===== config.mk =====
export PLATFORM = sky130hd
export DESIGN_NAME = memory_pager_top
export DESIGN_NICKNAME = d
export VERILOG_FILES = /design/src/verilog/pager_pkg.sv /design/src/verilog/pager_cfg_if.sv /design/src/verilog/zbus_if.sv /design/src/verilog/memory_pager_top.sv /design/src/verilog/dos_tracker.sv /design/src/verilog/atm_window_pager.sv /design/src/verilog/pager_cfg_regs.sv
export SDC_FILE = /design/constraint.sdc
export NUM_CORES = 1
export LEC_CHECK = 0
export ABC_CLOCK_PERIOD_IN_PS = 4050
export BUFFER_PORTS_ARGS = -buffer_cell sky130_fd_sc_hd__buf_2
export CAP_MARGIN = 10
export CORE_MARGIN = 8
export CORE_UTILIZATION = 45
export CTS_CLUSTER_SIZE = 20
export DETAILED_ROUTE_END_ITERATION = 10
export SETUP_SLACK_MARGIN = 0.05
export SLEW_MARGIN = 20
export SYNTH_ARGS = -nofsm -noshare
export SYNTH_HDL_FRONTEND = slang
export SYNTH_SLANG_ARGS = --single-unit

===== constraint.sdc =====
create_clock -name fclk -period 4.05 [get_ports fclk]
set_clock_uncertainty 0.05 [all_clocks]
set_input_delay 0.81 -clock fclk [delete_from_list [all_inputs] [get_ports fclk]]
set_output_delay 0.81 -clock fclk [all_outputs]
set_load 0.03 [all_outputs]

===== src/verilog/pager_pkg.sv =====
/* shared constants for the ATM-style pager: port decode bytes, field widths,
   readback selectors and reset values */
`default_nettype none

package pager_pkg;

	typedef logic [7:0] page_t; // one 16k page of the 4M space

	// field widths
	localparam int WIN_NUM_W   = 2; // four 16k windows in the z80 space
	localparam int PENT_PAGE_W = 6; // 7ffd page bits, pentagon-1024

	// low address bytes of the ports
	localparam logic [7:0] PORT_F7 = 8'hF7; // ATM page ports, also low byte of EFF7
	localparam logic [7:0] PORT_AF = 8'hAF; // XT ram page and memconf ports
	localparam logic [7:0] PORT_BE = 8'hBE; // readback port
	localparam logic [7:0] PORT_FD = 8'hFD; // low byte of 7FFD

	// high bytes that finish the full decodes
	localparam logic [7:0] PORT_7FFD_HI = 8'h7F;
	localparam logic [7:0] PORT_EFF7_HI = 8'hEF;

	// za[9:8] register select on xxAF writes
	localparam logic [1:0] AF_RAMPAGE   = 2'b00;
	localparam logic [1:0] AF_RAMPAGSH  = 2'b01;
	localparam logic [1:0] AF_MEMCONF   = 2'b10;

	// za[9:8] field select on xxBE reads
	localparam logic [1:0] RD_PAGE0   = 2'b00;
	localparam logic [1:0] RD_PAGE1   = 2'b01;
	localparam logic [1:0] RD_FLAGS   = 2'b10;
	localparam logic [1:0] RD_MEMCONF = 2'b11; // extra, returns memconf as written

	// code block whose M1 fetch enters DOS (3Dxx)
	localparam logic [5:0] DOS_ENTRY_HI = 6'h3D;

	// page seen with the pager off, and in window 0 during nmi
	localparam page_t PAGE_LAST = 8'hFF;

	// memconf fields
	localparam int MC_XT_OVERRIDE = 0;
	localparam int MC_XT_SHADOW   = 1;
	localparam int MC_PAGER_OFF   = 2;

	// reset values
	localparam logic [7:0] MEMCONF_RESET = 8'h04; // pager off, no xt override
	localparam page_t      PAGE_RESET    = 8'h00;
	localparam logic [PENT_PAGE_W-1:0] PENT_PAGE_RESET = '0;

endpackage

`default_nettype wire

===== src/verilog/pager_cfg_if.sv =====
/* shared mapping controls from the config block to every window pager */
`timescale 1ns/1ps
`default_nettype none

interface pager_cfg_if;

	logic                                pent1m_rom;    // 7ffd d4, picks page bank
	logic [pager_pkg::PENT_PAGE_W-1:0]   pent1m_page;   // 1M page from 7ffd
	logic                                pent1m_ram0_0; // ram page 0 in window 0
	logic                                pent1m_1m_on;  // 1M addressing of 7ffd
	pager_pkg::page_t                    xt_rampage;
	pager_pkg::page_t                    xt_rampagsh;   // shadow page, used with dos
	logic                                xt_override;
	logic                                xt_shadow;
	logic                                pager_off;     // service rom everywhere

	modport src (
		output pent1m_rom,
		output pent1m_page,
		output pent1m_ram0_0,
		output pent1m_1m_on,
		output xt_rampage,
		output xt_rampagsh,
		output xt_override,
		output xt_shadow,
		output pager_off
	);

	modport dst (
		input pent1m_rom,
		input pent1m_page,
		input pent1m_ram0_0,
		input pent1m_1m_on,
		input xt_rampage,
		input xt_rampagsh,
		input xt_override,
		input xt_shadow,
		input pager_off
	);

endinterface

`default_nettype wire


===== src/verilog/zbus_if.sv =====
/* sampled Z80 bus bundle for the config block and the window pagers */
`timescale 1ns/1ps
`default_nettype none

interface zbus_if;

	logic [15:0] za;     // z80 address
	logic [7:0]  zd;     // z80 data, port write payload
	logic        mreq_n; // memory request
	logic        m1_n;   // opcode fetch
	logic        zpos;   // z80 clock rising phase
	logic        zneg;   // z80 clock falling phase
	logic        io_wr;  // one-cycle io write strobe

	// every consumer only reads the bus
	modport sink (
		input za,
		input zd,
		input mreq_n,
		input m1_n,
		input zpos,
		input zneg,
		input io_wr
	);

endinterface

`default_nettype wire


===== src/verilog/memory_pager_top.sv =====
/* memory pager top: config block, four window pagers, DOS tracker
   and the page mux of the addressed window */
`timescale 1ns/1ps
`default_nettype none

module memory_pager_top #(
	parameter int STALL_LEN = 3
) (
	input  logic        fclk,
	input  logic        rst_n,
	input  logic [15:0] za,
	input  logic [7:0]  zd,
	input  logic        mreq_n,
	input  logic        m1_n,
	input  logic        zpos,
	input  logic        zneg,
	input  logic        io_wr,
	input  logic        in_nmi,
	output logic [7:0]  page,
	output logic        romnram,
	output logic        dos,
	output logic        zclk_stall,
	output logic        dos_turn_on,
	output logic [7:0]  rd_data
);

	zbus_if      zbus ();
	pager_cfg_if cfg ();

	pager_pkg::page_t win_page  [4];
	logic [3:0]       win_romnram;
	logic [3:0]       win_on, win_off, win_stall;
	pager_pkg::page_t win_page0 [4];
	pager_pkg::page_t win_page1 [4];
	logic [7:0]       win_flags [4];

	assign zbus.za     = za;
	assign zbus.zd     = zd;
	assign zbus.mreq_n = mreq_n;
	assign zbus.m1_n   = m1_n;
	assign zbus.zpos   = zpos;
	assign zbus.zneg   = zneg;
	assign zbus.io_wr  = io_wr;

	pager_cfg_regs u_cfg_regs (
		.fclk      (fclk),
		.rst_n     (rst_n),
		.zbus      (zbus),
		.cfg       (cfg),
		.win_page0 (win_page0),
		.win_page1 (win_page1),
		.win_flags (win_flags),
		.rd_data   (rd_data)
	);

	for (genvar i = 0; i < 4; i++)
	begin : g_win
		atm_window_pager #(
			.WIN_ADDR  (2'(i)),
			.STALL_LEN (STALL_LEN)
		) u_win (
			.fclk         (fclk),
			.rst_n        (rst_n),
			.zbus         (zbus),
			.cfg          (cfg),
			.dos          (dos),
			.in_nmi       (in_nmi),
			.page         (win_page[i]),
			.romnram      (win_romnram[i]),
			.dos_turn_on  (win_on[i]),
			.dos_turn_off (win_off[i]),
			.win_stall    (win_stall[i]),
			.rd_page0     (win_page0[i]),
			.rd_page1     (win_page1[i]),
			.rd_flags     (win_flags[i])
		);
	end

	dos_tracker u_dos (
		.fclk       (fclk),
		.rst_n      (rst_n),
		.turn_on    (win_on),
		.turn_off   (win_off),
		.win_stall  (win_stall),
		.dos        (dos),
		.zclk_stall (zclk_stall)
	);

	// page of the window the z80 is addressing now
	assign page        = win_page[za[15:14]];
	assign romnram     = win_romnram[za[15:14]];
	assign dos_turn_on = |win_on;

endmodule

`default_nettype wire


===== src/verilog/dos_tracker.sv =====
/* DOS flag with set over clear, merged z80 clock stall of all windows */
`timescale 1ns/1ps
`default_nettype none

module dos_tracker (
	input  logic       fclk,
	input  logic       rst_n,
	input  logic [3:0] turn_on,   // per-window entry strobes
	input  logic [3:0] turn_off,  // per-window exit strobes
	input  logic [3:0] win_stall,
	output logic       dos,
	output logic       zclk_stall
);

	logic dos_q;

	always_ff @(posedge fclk or negedge rst_n)
	begin
		if (!rst_n)
			dos_q <= 1'b0;
		else if (|turn_on)
			dos_q <= 1'b1; // entry wins a tie
		else if (|turn_off)
			dos_q <= 1'b0;
	end

	assign dos        = dos_q;
	assign zclk_stall = |win_stall;

	// every entry must stall the z80 in its own cycle
	property p_stall_on_entry;
		@(posedge fclk) disable iff (!rst_n)
		(|turn_on) |-> zclk_stall;
	endproperty
	a_stall_on_entry: assert property (p_stall_on_entry)
		else $error("dos entry without clock stall");

endmodule

`default_nettype wire


===== src/verilog/atm_window_pager.sv =====
/* pager of one 16k window: xxF7 page banks, registered page select,
   DOS entry/exit strobes and z80 clock stall counter */
`timescale 1ns/1ps
`default_nettype none

module atm_window_pager #(
	parameter logic [1:0] WIN_ADDR  = 2'd0, // window number, za[15:14]
	parameter int         STALL_LEN = 3     // extra stall cycles after DOS entry
) (
	input  logic             fclk,
	input  logic             rst_n,
	zbus_if.sink             zbus,
	pager_cfg_if.dst         cfg,
	input  logic             dos,
	input  logic             in_nmi,
	output pager_pkg::page_t page,
	output logic             romnram,
	output logic             dos_turn_on,
	output logic             dos_turn_off,
	output logic             win_stall,
	output pager_pkg::page_t rd_page0,
	output pager_pkg::page_t rd_page1,
	output logic [7:0]       rd_flags
);

	localparam int CNT_W = (STALL_LEN < 1) ? 1 : $clog2(STALL_LEN + 1);

	pager_pkg::page_t pages [2]; // bank 0/1, picked by pent1m_rom
	logic [1:0]       ramnrom;   // 1 = ram
	logic [1:0]       dos_7ffd;  // 7ffd bits for ram, dos bit for rom

	logic       bank;
	logic       win_hit;
	logic       atm_wr;
	logic       m1_n_q, mreq_n_q;
	logic       fetch_stb;
	logic [CNT_W-1:0] stall_cnt;

	assign bank    = cfg.pent1m_rom;
	assign win_hit = zbus.za[15:14] == WIN_ADDR;
	assign atm_wr  = zbus.io_wr && win_hit && zbus.za[7:0] == pager_pkg::PORT_F7
		&& zbus.za[15:8] != pager_pkg::PORT_EFF7_HI; // EFF7 belongs to the config block

	// xxF7 writes into the bank currently picked by 7ffd d4
	always_ff @(posedge fclk or negedge rst_n)
	begin
		if (!rst_n)
		begin
			pages[0] <= pager_pkg::PAGE_RESET;
			pages[1] <= pager_pkg::PAGE_RESET;
			ramnrom  <= 2'b00;
			dos_7ffd <= 2'b00;
		end
		else if (atm_wr)
		begin
			if (zbus.za[11])
			begin
				// 1M kind, x7f7 cousins are 4M
				pages[bank]    <= ~{2'b11, zbus.zd[5:0]};
				ramnrom[bank]  <= zbus.zd[6];
				dos_7ffd[bank] <= zbus.zd[7];
			end
			else
			begin
				pages[bank]   <= ~zbus.zd;
				ramnrom[bank] <= 1'b1; // always ram
				// dos_7ffd kept, so 7ffd paging can work anywhere in 4M
			end
		end
	end

	assign rd_page0 = pages[0];
	assign rd_page1 = pages[1];
	assign rd_flags = {dos_7ffd, ramnrom, 4'b0000};

	// page selection, one cycle behind the registers
	always_ff @(posedge fclk or negedge rst_n)
	begin
		if (!rst_n)
		begin
			page    <= pager_pkg::PAGE_RESET;
			romnram <= 1'b0;
		end
		else if (cfg.pager_off)
		begin
			page    <= pager_pkg::PAGE_LAST; // service rom in every window
			romnram <= 1'b1;
		end
		else if (cfg.xt_override)
		begin
			page    <= (cfg.xt_shadow && dos) ? cfg.xt_rampagsh : cfg.xt_rampage;
			romnram <= 1'b0;
		end
		else if (WIN_ADDR == 2'd0 && in_nmi)
		begin
			page    <= pager_pkg::PAGE_LAST; // nmi handler lives in the last ram page
			romnram <= 1'b0;
		end
		else if (WIN_ADDR == 2'd0 && cfg.pent1m_ram0_0)
		begin
			page    <= pager_pkg::PAGE_RESET; // ram page 0
			romnram <= 1'b0;
		end
		else
		begin
			romnram <= ~ramnrom[bank];
			if (!dos_7ffd[bank])
				page <= pages[bank];
			else if (ramnrom[bank] && cfg.pent1m_1m_on)
				page <= {pages[bank][7:6], cfg.pent1m_page}; // whole 1M from 7ffd
			else if (ramnrom[bank])
				page <= {pages[bank][7:3], cfg.pent1m_page[2:0]}; // 128k mode
			else
				page <= {pages[bank][7:1], dos}; // rom pair, dos picks the half
		end
	end

	// m1 on the rising phase, mreq on the falling one
	always_ff @(posedge fclk or negedge rst_n)
	begin
		if (!rst_n)
			m1_n_q <= 1'b0;
		else if (zbus.zpos)
			m1_n_q <= zbus.m1_n;
	end

	always_ff @(posedge fclk or negedge rst_n)
	begin
		if (!rst_n)
			mreq_n_q <= 1'b0;
		else if (zbus.zneg)
			mreq_n_q <= zbus.mreq_n;
	end

	// opcode fetch start in this window
	assign fetch_stb = zbus.zneg && win_hit && !m1_n_q && !zbus.mreq_n && mreq_n_q;

	assign dos_turn_on = fetch_stb && zbus.za[13:8] == pager_pkg::DOS_ENTRY_HI
		&& dos_7ffd[1] && !ramnrom[1] && cfg.pent1m_rom; // only from the dos rom bank
	assign dos_turn_off = fetch_stb && ramnrom[bank];

	// hold the z80 clock while the rom swaps to the dos half
	always_ff @(posedge fclk or negedge rst_n)
	begin
		if (!rst_n)
			stall_cnt <= '0;
		else if (dos_turn_on)
			stall_cnt <= CNT_W'(STALL_LEN);
		else if (stall_cnt != '0)
			stall_cnt <= stall_cnt - 1'b1;
	end

	assign win_stall = dos_turn_on || stall_cnt != '0;

	// a running stall only counts down, a new entry is the only way to reload
	property p_stall_no_restart;
		@(posedge fclk) disable iff (!rst_n)
		(stall_cnt != '0) && !dos_turn_on |=> stall_cnt < $past(stall_cnt);
	endproperty
	a_stall_no_restart: assert property (p_stall_no_restart)
		else $error("stall counter restarted without dos entry");

endmodule

`default_nettype wire


===== src/verilog/pager_cfg_regs.sv =====
/* config block: 7FFD, EFF7 and xxAF port registers, shared mapping controls,
   xxBE readback mux over the four windows */
`timescale 1ns/1ps
`default_nettype none

module pager_cfg_regs (
	input  logic             fclk,
	input  logic             rst_n,
	zbus_if.sink             zbus,
	pager_cfg_if.src         cfg,
	input  pager_pkg::page_t win_page0 [4],
	input  pager_pkg::page_t win_page1 [4],
	input  logic [7:0]       win_flags [4],
	output pager_pkg::page_t rd_data
);

	logic wr_7ffd, wr_eff7, wr_af, wr_atm;
	logic [7:0] lo_byte, hi_byte;

	logic                              pent1m_rom;
	logic [pager_pkg::PENT_PAGE_W-1:0] pent1m_page;
	logic                              pent1m_ram0_0;
	logic                              pent1m_1m_on;
	pager_pkg::page_t                  xt_rampage;
	pager_pkg::page_t                  xt_rampagsh;
	logic [7:0]                        memconf;

	logic [1:0] rd_win;

	assign lo_byte = zbus.za[7:0];
	assign hi_byte = zbus.za[15:8];

	assign wr_7ffd = zbus.io_wr && lo_byte == pager_pkg::PORT_FD
		&& hi_byte == pager_pkg::PORT_7FFD_HI;
	assign wr_eff7 = zbus.io_wr && lo_byte == pager_pkg::PORT_F7
		&& hi_byte == pager_pkg::PORT_EFF7_HI;
	assign wr_af   = zbus.io_wr && lo_byte == pager_pkg::PORT_AF;
	// ATM xxF7 writes as the windows see them
	assign wr_atm  = zbus.io_wr && lo_byte == pager_pkg::PORT_F7
		&& hi_byte != pager_pkg::PORT_EFF7_HI;

	always_ff @(posedge fclk or negedge rst_n)
	begin
		if (!rst_n)
		begin
			pent1m_rom    <= 1'b0;
			pent1m_page   <= pager_pkg::PENT_PAGE_RESET;
			pent1m_ram0_0 <= 1'b0;
			pent1m_1m_on  <= 1'b0;
			xt_rampage    <= pager_pkg::PAGE_RESET;
			xt_rampagsh   <= pager_pkg::PAGE_RESET;
			memconf       <= pager_pkg::MEMCONF_RESET;
		end
		else
		begin
			if (wr_7ffd)
			begin
				pent1m_page <= {zbus.zd[7:5], zbus.zd[2:0]}; // d3 is the screen bit, not ours
				pent1m_rom  <= zbus.zd[4];
			end
			if (wr_eff7)
			begin
				pent1m_1m_on  <= ~zbus.zd[2]; // active low in the port
				pent1m_ram0_0 <= zbus.zd[3];
			end
			if (wr_af)
			begin
				case (zbus.za[9:8])
					pager_pkg::AF_RAMPAGE:  xt_rampage  <= zbus.zd;
					pager_pkg::AF_RAMPAGSH: xt_rampagsh <= zbus.zd;
					pager_pkg::AF_MEMCONF:  memconf     <= zbus.zd;
					default: ; // 11 is not decoded
				endcase
			end
		end
	end

	assign cfg.pent1m_rom    = pent1m_rom;
	assign cfg.pent1m_page   = pent1m_page;
	assign cfg.pent1m_ram0_0 = pent1m_ram0_0;
	assign cfg.pent1m_1m_on  = pent1m_1m_on;
	assign cfg.xt_rampage    = xt_rampage;
	assign cfg.xt_rampagsh   = xt_rampagsh;
	assign cfg.xt_override   = memconf[pager_pkg::MC_XT_OVERRIDE];
	assign cfg.xt_shadow     = memconf[pager_pkg::MC_XT_SHADOW];
	assign cfg.pager_off     = memconf[pager_pkg::MC_PAGER_OFF];

	// xxBE readback, window from za[15:14], field from za[9:8]
	assign rd_win = zbus.za[15:14];

	always_comb
	begin
		rd_data = 8'hFF; // idle bus value off the port
		if (lo_byte == pager_pkg::PORT_BE)
		begin
			case (zbus.za[9:8])
				pager_pkg::RD_PAGE0:   rd_data = win_page0[rd_win];
				pager_pkg::RD_PAGE1:   rd_data = win_page1[rd_win];
				pager_pkg::RD_FLAGS:   rd_data = win_flags[rd_win];
				pager_pkg::RD_MEMCONF: rd_data = memconf;
				default:               rd_data = 8'hFF;
			endcase
		end
	end

	// at most one port register file is written per strobe, across regs and windows
	property p_one_port_decode;
		@(posedge fclk) disable iff (!rst_n)
		$onehot0({wr_7ffd, wr_eff7, wr_af, wr_atm});
	endproperty
	a_one_port_decode: assert property (p_one_port_decode)
		else $error("more than one port decode in a single io write");

endmodule

`default_nettype wire


==> summary.md, run 1 <==
| Metric | Value |
|---|---|
| Status | `finished clean` |
| EDFF count, synth | `0` |
| Post-CTS sizing | `0` |
| Grt total ovfl | `0` |
| Worst-path maximum fanout | `24` |
| Setup crit start kind | `input port` |
| Wirelength per Cell | `24.3 um` |
| Commonest non-fill, non-tap cells in the layout | `dfrtp_1 (158), nand2_1 (66), o21ai_0 (53), mux2i_1 (50), buf_2 (50)` |
| Drt first pass iters | `6` |
| Final Hold Fails | `0` |
| Multi-input logic area | `4090 um2` |
| Clk buf depth | `2` |
| Chip height | `153 um` |
| Fmax | `281 MHz` |
| First-pass GRT wire length | `38400 um` |
| Placement Setup Slack | `0.500 ns` |
| Vias in the first global route | `6265` |
| Unrepaired setup endpoints after global routing | `false` |
| Layout cells sized above 1 | `0.247` |
| Setup TNS | `0 ns` |
| CTS root buf | `clkbuf_16` |
| Worst R2R Path Depth | `5` |
| Final setup violation count | `0` |
| Initial antenna violation count | `0` |
| VDD IR max | `0.308 mV` |
| Post-synthesis sequential area ratio | `0.477` |
| FF/Latch Area | `4010 um2` |
| IO buf count | `51` |
| Reg2Reg Setup Slack | `1.34 ns` |
| Slowest CP cell | `buf_2` |
| Sink Count | `160` |
| Filler cells | `1638` |
| Ys flop type | `dfrtp_1` |
| CP required | `3.19 ns` |
| Cell variety after synth | `65` |
| Final worst slack | `0.487 ns` |
| Via density | `6.15` |
| Post-CTS setup buffers | `0` |
| Detail Route Antenna Nets | `0` |
| Cell Pwr Density | `385 nW/um2` |
| Die Span X | `153 um` |
| Post-layout min period | `3.56 ns` |
| Crit-path cells | `buf_2, buf_4, mux2i_1, a2111oi_0, nand3b_1, buf_2` |
| Overall power | `3650 uW` |
| Top Ports | `52` |
| Min-delay worst type | `in -> async` |
| Initial DRC Count | `522` |
| Drt drc | `0` |
| Warnings, synthesis | `0` |
| Area growth syn-to-layout | `12.9%` |
| Max-cap violations | `0` |
| Post-route cell area | `9480 um2` |
| Row Count | `50` |
| H-tree levels | `4` |
| Syn nets | `763` |
| CP endpoint kind | `primary output` |
| Final Cycle Share | `0.880` |
| Final wirelength | `24700 um` |
| Post-DP HPWL | `18000 um` |
| CTS tree | `done` |
| Post-DP Area | `8820 um2` |
| Arr. time, crit path | `2.70 ns` |
| Fin nets | `803` |
| Placer congestion estimate | `0.936` |
| Worst slew pin tran | `0.846 ns` |
| Slew Viols, Final | `0` |
| CTS buffer count | `17` |
| Register bit total from synthesis | `160` |
| Leakage | `0.00439 uW` |
| Largest net degree at the start of global routing | `67` |
| # diodes | `0` |
| R2r endpoint | `g_win[2].u_win.page[0]` |
| All-layer global routing usage | `0.215` |
| Crit Reg-Reg Startpoint | `u_cfg_regs.cfg.pent1m_rom` |
| Core Area | `18500 um2` |
| Worst skew pair latency | `0.43 ns` |
| Starting density of the core | `0.453` |
| Leading cell type in the layout, fill and taps excluded | `dfrtp_1` |
| Vias | `6232` |
| Most frequent CP cell | `buf_2` |
| Post-Syn Area | `8400 um2` |
| Die ar. | `23300 um2` |
| Cell count after synthesis | `727` |
| CP max stage delay | `0.56 ns` |
| CTS clock-pin slew for the worst setup and hold paths | `0.06 ns` |
| CTS Hold Bufs | `0` |
| Kind of critical path | `in -> out` |
| Synthesized area per cell | `11.5 um2` |
| Ys async rst share | `1.00` |
| Max_slew headroom | `0.434` |
kinds of logic after synthesis:
family	after synthesis	share of synthesized area
muxes	146	0.228
AOI/OAI and AO/OA	170	0.125
xor gates and xnor gates	4	0.00417
DFF	160	0.477
and+or+nand+nor	184	0.124
buffers and inverters	59	0.0365
adders and majority gates	4	0.00596
how the worst max path moves through the flow:
stage | start | to | cells past startpoint | slack, ns
after floorplan | za[9] | rd_data[6] | 6 | 0.98
after global placement | za[15] | rd_data[7] | 6 | 0.49
after detailed placement | za[15] | rd_data[7] | 6 | 0.50
after CTS | za[15] | rd_data[7] | 6 | 0.49
after global routing | za[15] | rd_data[7] | 6 | 0.33
final | za[15] | rd_data[7] | 6 | 0.49
area by class of cell:
type	instances	area share
multi-input cells	508	0.431
flip-flops and latches	160	0.423
clock buffers	20	0.0482
repair buffers	65	0.0400
well taps	234	0.0309
clock inverters	12	0.0215
inverters	15	0.00594
report_power, final:
part           switching, uW  internal [uW]  leakage, uW  total (uW)
clock                    660           1130     0.000314        1790
combinational            151           73.6      0.00190         224
sequential              12.4           1620      0.00217        1630
through the flow:
step                      cells  utilization  hold slack, ns
after global placement      982        0.476           0.423
after CTS                  1014        0.512           0.267
final                      1014        0.512           0.263
after global routing       1014        0.512           0.289
after floorplan             727            -           0.406
after detailed placement    982        0.476           0.433
cells in the mapped netlist (all sizes together) (5+ instances only):
cell type,count,area (um2)
a21o,10,75.1
a21oi,17,85.1
a22o,5,43.8
a31oi,6,37.5
and3,6,37.5
and3b,5,43.8
buf,24,174
clkbuf,20,76.3
dfrtp,159,3980
inv,15,56.3
mux2,75,935
mux2i,50,500
mux4,21,477
nand2,66,248
nand2b,7,43.8
nand3,10,67.6
nand3b,5,37.5
nand4,12,87.6
nor2,17,63.8
nor2b,11,68.8
nor3,17,119
o211ai,15,113
o21ai,89,445
o22ai,8,50.1
or2,11,68.8
metal layers:
metal / wire length (um) / up-vias / global-route usage / part of all wire
met5: 0 / - / 0 / 0
met4: 549 / 0 / 0.0716 / 0.022
met3: 1880 / 41 / 0.0576 / 0.076
met1: 10800 / 3147 / 0.290 / 0.44
met2: 11400 / 274 / 0.330 / 0.46
li1: - / 2770 / - / -
worst max-delay path, delay by kind of cell:
kind	cells	cell delay [ns]
buf+inv	3	1.18
compound gates	1	0.41
simple gates	1	0.17
mux	1	0.12
No activity file was read; power rests on OpenSTA's default activity.
==> run 2: changes to the inputs <==
HOLD_SLACK_MARGIN = 0.05   (was default)
REMOVE_ABC_BUFFERS = 1   (was default)
==> run 2 against run 1 <==
Utilization hardly changed; largest power group is now sequential cells; final area hardly changed; non-clock buffer count grew 6; largest cell class unchanged; global-route usage increased by 0.13 points.
==> summary.md, run 2 (synthesis gave the netlist of run 1 again) <==
| Metric | Value |
|---|---|
| Area growth syn-to-layout | `12.9% (about the same)` |
| CP required | `3.19 ns (about the same)` |
| Layout cells sized above 1 | `0.254 (+0.00702)` |
| Clk buf depth | `2 (unchanged)` |
| Post-layout min period | `3.62 ns (+0.0524 ns)` |
| Final worst slack | `0.434 ns (-0.0524 ns)` |
| Die Span X | `153 um (unchanged)` |
| Max-cap violations | `0 (unchanged)` |
| Final wirelength | `24900 um (+0.94%)` |
| Vias | `6304 (+1.2%)` |
| Placement Setup Slack | `0.478 ns (-0.0227 ns)` |
| CP endpoint kind | `primary output` |
| Post-CTS setup buffers | `0 (unchanged)` |
| Final setup violation count | `0 (unchanged)` |
| Slew Viols, Final | `0 (unchanged)` |
| Post-DP HPWL | `17300 um (-4.1%)` |
| Filler cells | `1638 (unchanged)` |
| R2r endpoint | `g_win[0].u_win.page[5]` |
| Top Ports | `52 (unchanged)` |
| IO buf count | `51 (unchanged)` |
| Kind of critical path | `in -> out` |
| Worst slew pin tran | `0.923 ns (+0.0770 ns)` |
| Worst-path maximum fanout | `27 (+13%)` |
| FF/Latch Area | `4010 um2 (unchanged)` |
| Commonest non-fill, non-tap cells in the layout | `dfrtp_1 (158), nand2_1 (66), o21ai_0 (53), mux2i_1 (50), buf_2 (50)` |
| Row Count | `50 (unchanged)` |
| Drt drc | `0 (unchanged)` |
| Arr. time, crit path | `2.76 ns (+0.06 ns)` |
| Max_slew headroom | `0.383 (-0.0515)` |
| Final Cycle Share | `0.893 (+0.0129)` |
| Sink Count | `160 (unchanged)` |
| CTS buffer count | `17 (unchanged)` |
| # diodes | `0 (unchanged)` |
| Worst setup endpoint | `rd_data[4]` |
| Drt first pass iters | `5 (-1)` |
| Post-CTS sizing | `0 (unchanged)` |
| Final non-filler cell total | `1020 (+0.59%)` |
| # placed instances | `988 (+0.61%)` |
| First-pass GRT wire length | `38800 um (+1.1%)` |
| CTS clock-pin slew for the worst setup and hold paths | `0.07 ns (about the same)` |
| Crit Reg-Reg Startpoint | `u_cfg_regs.cfg.pent1m_rom` |
| Cell Pwr Density | `368 nW/um2 (-4.4%)` |
| Multi-input logic area | `4090 um2 (unchanged)` |
| Worst skew pair latency | `0.43 ns (about the same)` |
| Core Area | `18500 um2 (unchanged)` |
| Status | `finished clean` |
| Via density | `6.18 (+0.56%)` |
| CTS root buf | `clkbuf_16` |
| Worst R2R Path Depth | `5 (unchanged)` |
| Min-delay worst type | `in -> async` |
| H-tree levels | `4 (unchanged)` |
| Fin nets | `809 (+0.75%)` |
| Die ar. | `23300 um2 (unchanged)` |
| Chip height | `153 um (unchanged)` |
| Placer congestion estimate | `0.881 (-5.8%)` |
| Critical Path Start | `za[15]` |
| Final Hold Fails | `0 (unchanged)` |
| Setup TNS | `0 ns (unchanged)` |
| All-layer global routing usage | `0.216 (+0.00134)` |
| Leakage | `0.00439 uW (about the same)` |
| Leading cell type in the layout, fill and taps excluded | `dfrtp_1` |
| Fmax | `277 MHz (-1.4%)` |
| Initial antenna violation count | `0 (unchanged)` |
| Starting density of the core | `0.453 (unchanged)` |
| Setup crit start kind | `input port` |
| Grt total ovfl | `0 (unchanged)` |
| CTS Hold Bufs | `0 (unchanged)` |
| Initial DRC Count | `655 (+25%)` |
| Vias in the first global route | `6489 (+3.6%)` |
| CTS tree | `done` |
| VDD IR max | `0.296 mV (-4.1%)` |
| Detail Route Antenna Nets | `0 (unchanged)` |
| Reg2Reg Setup Slack | `1.65 ns (+0.31 ns)` |
| Wirelength per Cell | `24.4 um (+0.35%)` |
| Largest net degree at the start of global routing | `69 (+3.0%)` |
| Unrepaired setup endpoints after global routing | `false` |
## run 2: cell count changes in the layout (fill, tap and decap cells not counted), sizes merged
cell      change
buf           +6
bufinv        -3
clkinv        +3
clkinvlp      +2
inv           -2
## run 2: worst max-delay path, stage by stage
cell,delay [ns]
buf_2,0.62
buf_4,0.28
nor2b_1,0.06
a211oi_1,0.42
a2111oi_0,0.14
nand3b_1,0.22
buf_2,0.20
## run 2: routing by layer
metal / track usage / routed length, um / up-vias
met4: 0.0966 / 777 / 0
met5: 0 / 0 / -
met3: 0.0414 / 1600 / 49
met1: 0.286 / 10800 / 3214
met2: 0.341 / 11800 / 255
li1: - / - / 2786
## run 2: where the power goes
| part | internal [uW] | switching, uW | leakage, uW |
|---|---|---|---|
| registers | 1620 | 12.2 | 0.00217 |
| clock network | 958 | 669 | 0.000281 |
| logic | 76.1 | 150 | 0.00194 |
## run 2: metrics by stage
step / hold WS [ns] / util / power [uW] / area [um2]
floorplan: 0.406 / - / 1750 / 8150
global placement: 0.416 / 0.479 / 1880 / 8880
detailed placement: 0.440 / 0.479 / 1890 / 8880
CTS: 0.324 / 0.512 / 3510 / 9480
global route: 0.343 / 0.512 / 3600 / 9480
finish: 0.309 / 0.512 / 3490 / 9480
## run 2: final cells by class
class	instances	share of cell area
tap	234	0.0309
inverter	15	0.00594
timing repair buffer	71	0.0461
clock inverter	12	0.0141
clock buffer	20	0.0492
multi-input combinational	508	0.431
sequential	160	0.423
## run 2: worst min-delay path by stage
stage                                            start                       endpoint  slack [ns]
after floorplan           u_cfg_regs.cfg.pent1m_ram0_0   u_cfg_regs.cfg.pent1m_ram0_0        0.41
after global placement    u_cfg_regs.cfg.pent1m_ram0_0   u_cfg_regs.cfg.pent1m_ram0_0        0.42
after detailed placement  u_cfg_regs.cfg.pent1m_ram0_0   u_cfg_regs.cfg.pent1m_ram0_0        0.44
after CTS                                        rst_n  u_cfg_regs.cfg.xt_rampagsh[5]        0.32
after global routing                             rst_n  u_cfg_regs.cfg.xt_rampagsh[5]        0.34
final                                            rst_n  u_cfg_regs.cfg.xt_rampagsh[5]        0.31
==> run 3: changes to the inputs <==
CORE_UTILIZATION = 37   (was 45)
==> run 3 against run 2 <==
Total power rose by 3.9%; largest cell class unchanged; sequential cell count is the same; sequential power about the same; routed wire length up 0.90%; final area increased by 1.1%; critical endpoint unchanged; clock power increased by 8%; count of clock-buffer cells in the layout unchanged.
==> summary.md, run 3 (synthesis gave the netlist of run 1 again) <==
| Metric | Value |
|---|---|
| Status | `finished clean` |
| FF/Latch Area | `4010 um2 (unchanged)` |
| Slowest CP cell | `a2111oi_0` |
| Drt drc | `0 (unchanged)` |
| Setup TNS | `0 ns (unchanged)` |
| CP required | `3.19 ns (about the same)` |
| Worst-path maximum fanout | `21 (-22%)` |
| Via density | `5.71 (-7.6%)` |
| Final setup violation count | `0 (unchanged)` |
| Min-delay worst type | `in -> async` |
| Filler cells | `2139 (+31%)` |
| Area growth syn-to-layout | `14.1%` |
| Top Ports | `52 (unchanged)` |
| Initial antenna violation count | `0 (unchanged)` |
| Net switching power | `841 uW (+1.1%)` |
| Crit-path cells | `buf_2, buf_4, mux2i_1, a2111oi_0, nand3b_1, buf_2` |
| Layout cells sized above 1 | `0.255 (+0.000947)` |
| Combinational share of power | `0.063 (-0.002)` |
| Post-CTS sizing | `0 (unchanged)` |
| Sw Share | `0.232 (-0.00631)` |
| Reg2Reg Setup Slack | `1.38 ns (-0.27 ns)` |
| Final Cycle Share | `0.887 (-0.00618)` |
| CTS clock-pin slew for the worst setup and hold paths | `0.07 ns (about the same)` |
| CTS root buf | `clkbuf_16` |
| CTS tree | `done` |
| Setup crit start kind | `input port` |
| Placer congestion estimate | `0.866 (-1.7%)` |
| Slew Viols, Final | `0 (unchanged)` |
| Sink Count | `160 (unchanged)` |
| Clock share of power | `0.486 (+0.019)` |
| H-tree levels | `4 (unchanged)` |
| Core Area | `22400 um2 (+21%)` |
| Chip height | `167 um (+9.2%)` |
| Top cell family by delay on the critical path | `buffers and inverters` |
| Layout Utilization | `0.427 (-0.0847)` |
| Grt total ovfl | `0 (unchanged)` |
| Final wirelength | `25100 um (+0.90%)` |
| VDD IR max | `0.325 mV (+10%)` |
| CTS Hold Bufs | `0 (unchanged)` |
| # diodes | `0 (unchanged)` |
| Fmax | `278 MHz (+0.70%)` |
| WP buf/inv | `3 (unchanged)` |
| Worst slew pin tran | `0.933 ns (+0.00981 ns)` |
| Unrepaired setup endpoints after global routing | `false` |
| Most frequent CP cell | `buf_2` |
| Power share of the sequential group | `0.451 (-0.018)` |
| Drt first pass iters | `5 (unchanged)` |
| Fin nets | `810 (+0.12%)` |
| Leakage | `0.00441 uW (+0.64%)` |
| Post-DP HPWL | `17600 um (+1.6%)` |
| Design internal power | `2780 uW (+4.7%)` |
| Cell Pwr Density | `378 nW/um2 (+2.7%)` |
| Commonest non-fill, non-tap cells in the layout | `dfrtp_1 (158), nand2_1 (66), o21ai_0 (53), mux2i_1 (50), buf_2 (50)` |
| Vias | `6125 (-2.8%)` |
| Largest net degree at the start of global routing | `87 (+26%)` |
| Kind of critical path | `in -> out` |
| Post-layout min period | `3.59 ns (-0.0250 ns)` |
| Final Hold Fails | `0 (unchanged)` |
| Die Span X | `167 um (+9.2%)` |
| CTS buffer count | `17 (unchanged)` |
| Wirelength per Cell | `23.4 um (-4.0%)` |
| Die ar. | `27800 um2 (+19%)` |
| Vias in the first global route | `6439 (-0.77%)` |
| Initial DRC Count | `729 (+11%)` |
| Worst skew pair latency | `0.44 ns (about the same)` |
| Post-CTS setup buffers | `0 (unchanged)` |
| Hold slack | `0.368 ns (+0.0589 ns)` |
| CP max stage delay | `0.57 ns (-0.05 ns)` |
| Leading cell type in the layout, fill and taps excluded | `dfrtp_1` |
| First-pass GRT wire length | `39800 um (+2.5%)` |
| Detail Route Antenna Nets | `0 (unchanged)` |
| Max_slew headroom | `0.376 (-0.00656)` |
| Arr. time, crit path | `2.73 ns (-0.03 ns)` |
| IO buf count | `51 (unchanged)` |
| CP endpoint kind | `primary output` |
| Clk buf depth | `2 (unchanged)` |
| Max-cap violations | `0 (unchanged)` |
| Multi-input logic area | `4090 um2 (unchanged)` |
| Row Count | `55 (+10%)` |
| All-layer global routing usage | `0.187 (-0.0300)` |
| Starting density of the core | `0.374 (-0.0792)` |
run 3: changes by cell type in the layout (fill, tap and decap cells not counted):
| cell | previous run | this run |
|---|---|---|
| clkinvlp_4 | 5 | 3 |
| clkinv_4 | 2 | 1 |
| inv_6 | 1 | 2 |
| buf_12 | 2 | 1 |
| buf_4 | 18 | 20 |
| bufinv_16 | 2 | 4 |
run 3: metal layers:
| layer | share of wire | GRT usage | vias up |
|---|---|---|---|
| met5 | 0 | 0 | - |
| met1 | 0.46 | 0.257 | 3093 |
| met3 | 0.067 | 0.0473 | 36 |
| met4 | 0.019 | 0.0568 | 0 |
| met2 | 0.45 | 0.284 | 209 |
| li1 | - | - | 2787 |
run 3: final cells by class:
type,count,area share
multi-input combinational,508,0.426
sequential,160,0.418
clock buffer,20,0.0487
timing repair buffer,72,0.0451
tap,285,0.0372
clock inverter,12,0.0187
inverter,15,0.00588
run 3: power groups by stage:
stage                     Sequential [uW]  Clock (uW)  Combinational, uW
after global placement               1660           0                228
after detailed placement             1660           0                229
final                                1630        1760                227
after CTS                            1630        1780                230
after floorplan                      1660           0               95.0
after global routing                 1640        1850                248
run 3: path summary, 6_finish.rpt:
path | from | to | cells past startpoint
worst max register to register | u_cfg_regs.cfg.pent1m_rom | g_win[0].u_win.page[5] | 5
worst min register to register | u_cfg_regs.cfg.pent1m_ram0_0 | u_cfg_regs.cfg.pent1m_ram0_0 | 1
worst min-delay path | rst_n | g_win[1].u_win.stall_cnt[0] | 1
max in group asynchronous | rst_n | g_win[1].u_win.rd_page0[6] | 2
worst max-delay path | za[15] | rd_data[4] | 6
min in group fclk | u_cfg_regs.cfg.pent1m_ram0_0 | u_cfg_regs.cfg.pent1m_ram0_0 | 1
run 3: per-stage QoR:
| step | area (um2) | setup slack [ns] | power (uW) | std cells |
|---|---|---|---|---|
| 4_1_cts | 9580 | 0.493 | 3640 | 1072 |
| 6_report | 9580 | 0.459 | 3620 | 1072 |
| 3_3_place_gp | 8940 | 0.509 | 1890 | 1040 |
| 3_5_place_dp | 8940 | 0.497 | 1890 | 1040 |
| 2_1_floorplan | 8150 | 0.367 | 1750 | 683 |
| 5_1_grt | 9580 | 0.405 | 3740 | 1072 |
run 3: worst register-to-register path: stages (launching register included):
cell and delay [ns]:
dfrtp_2 0.78, buf_4 0.57, and3b_1 0.33, o21ai_1 0.44, mux2i_1 0.26, o211ai_1 0.10
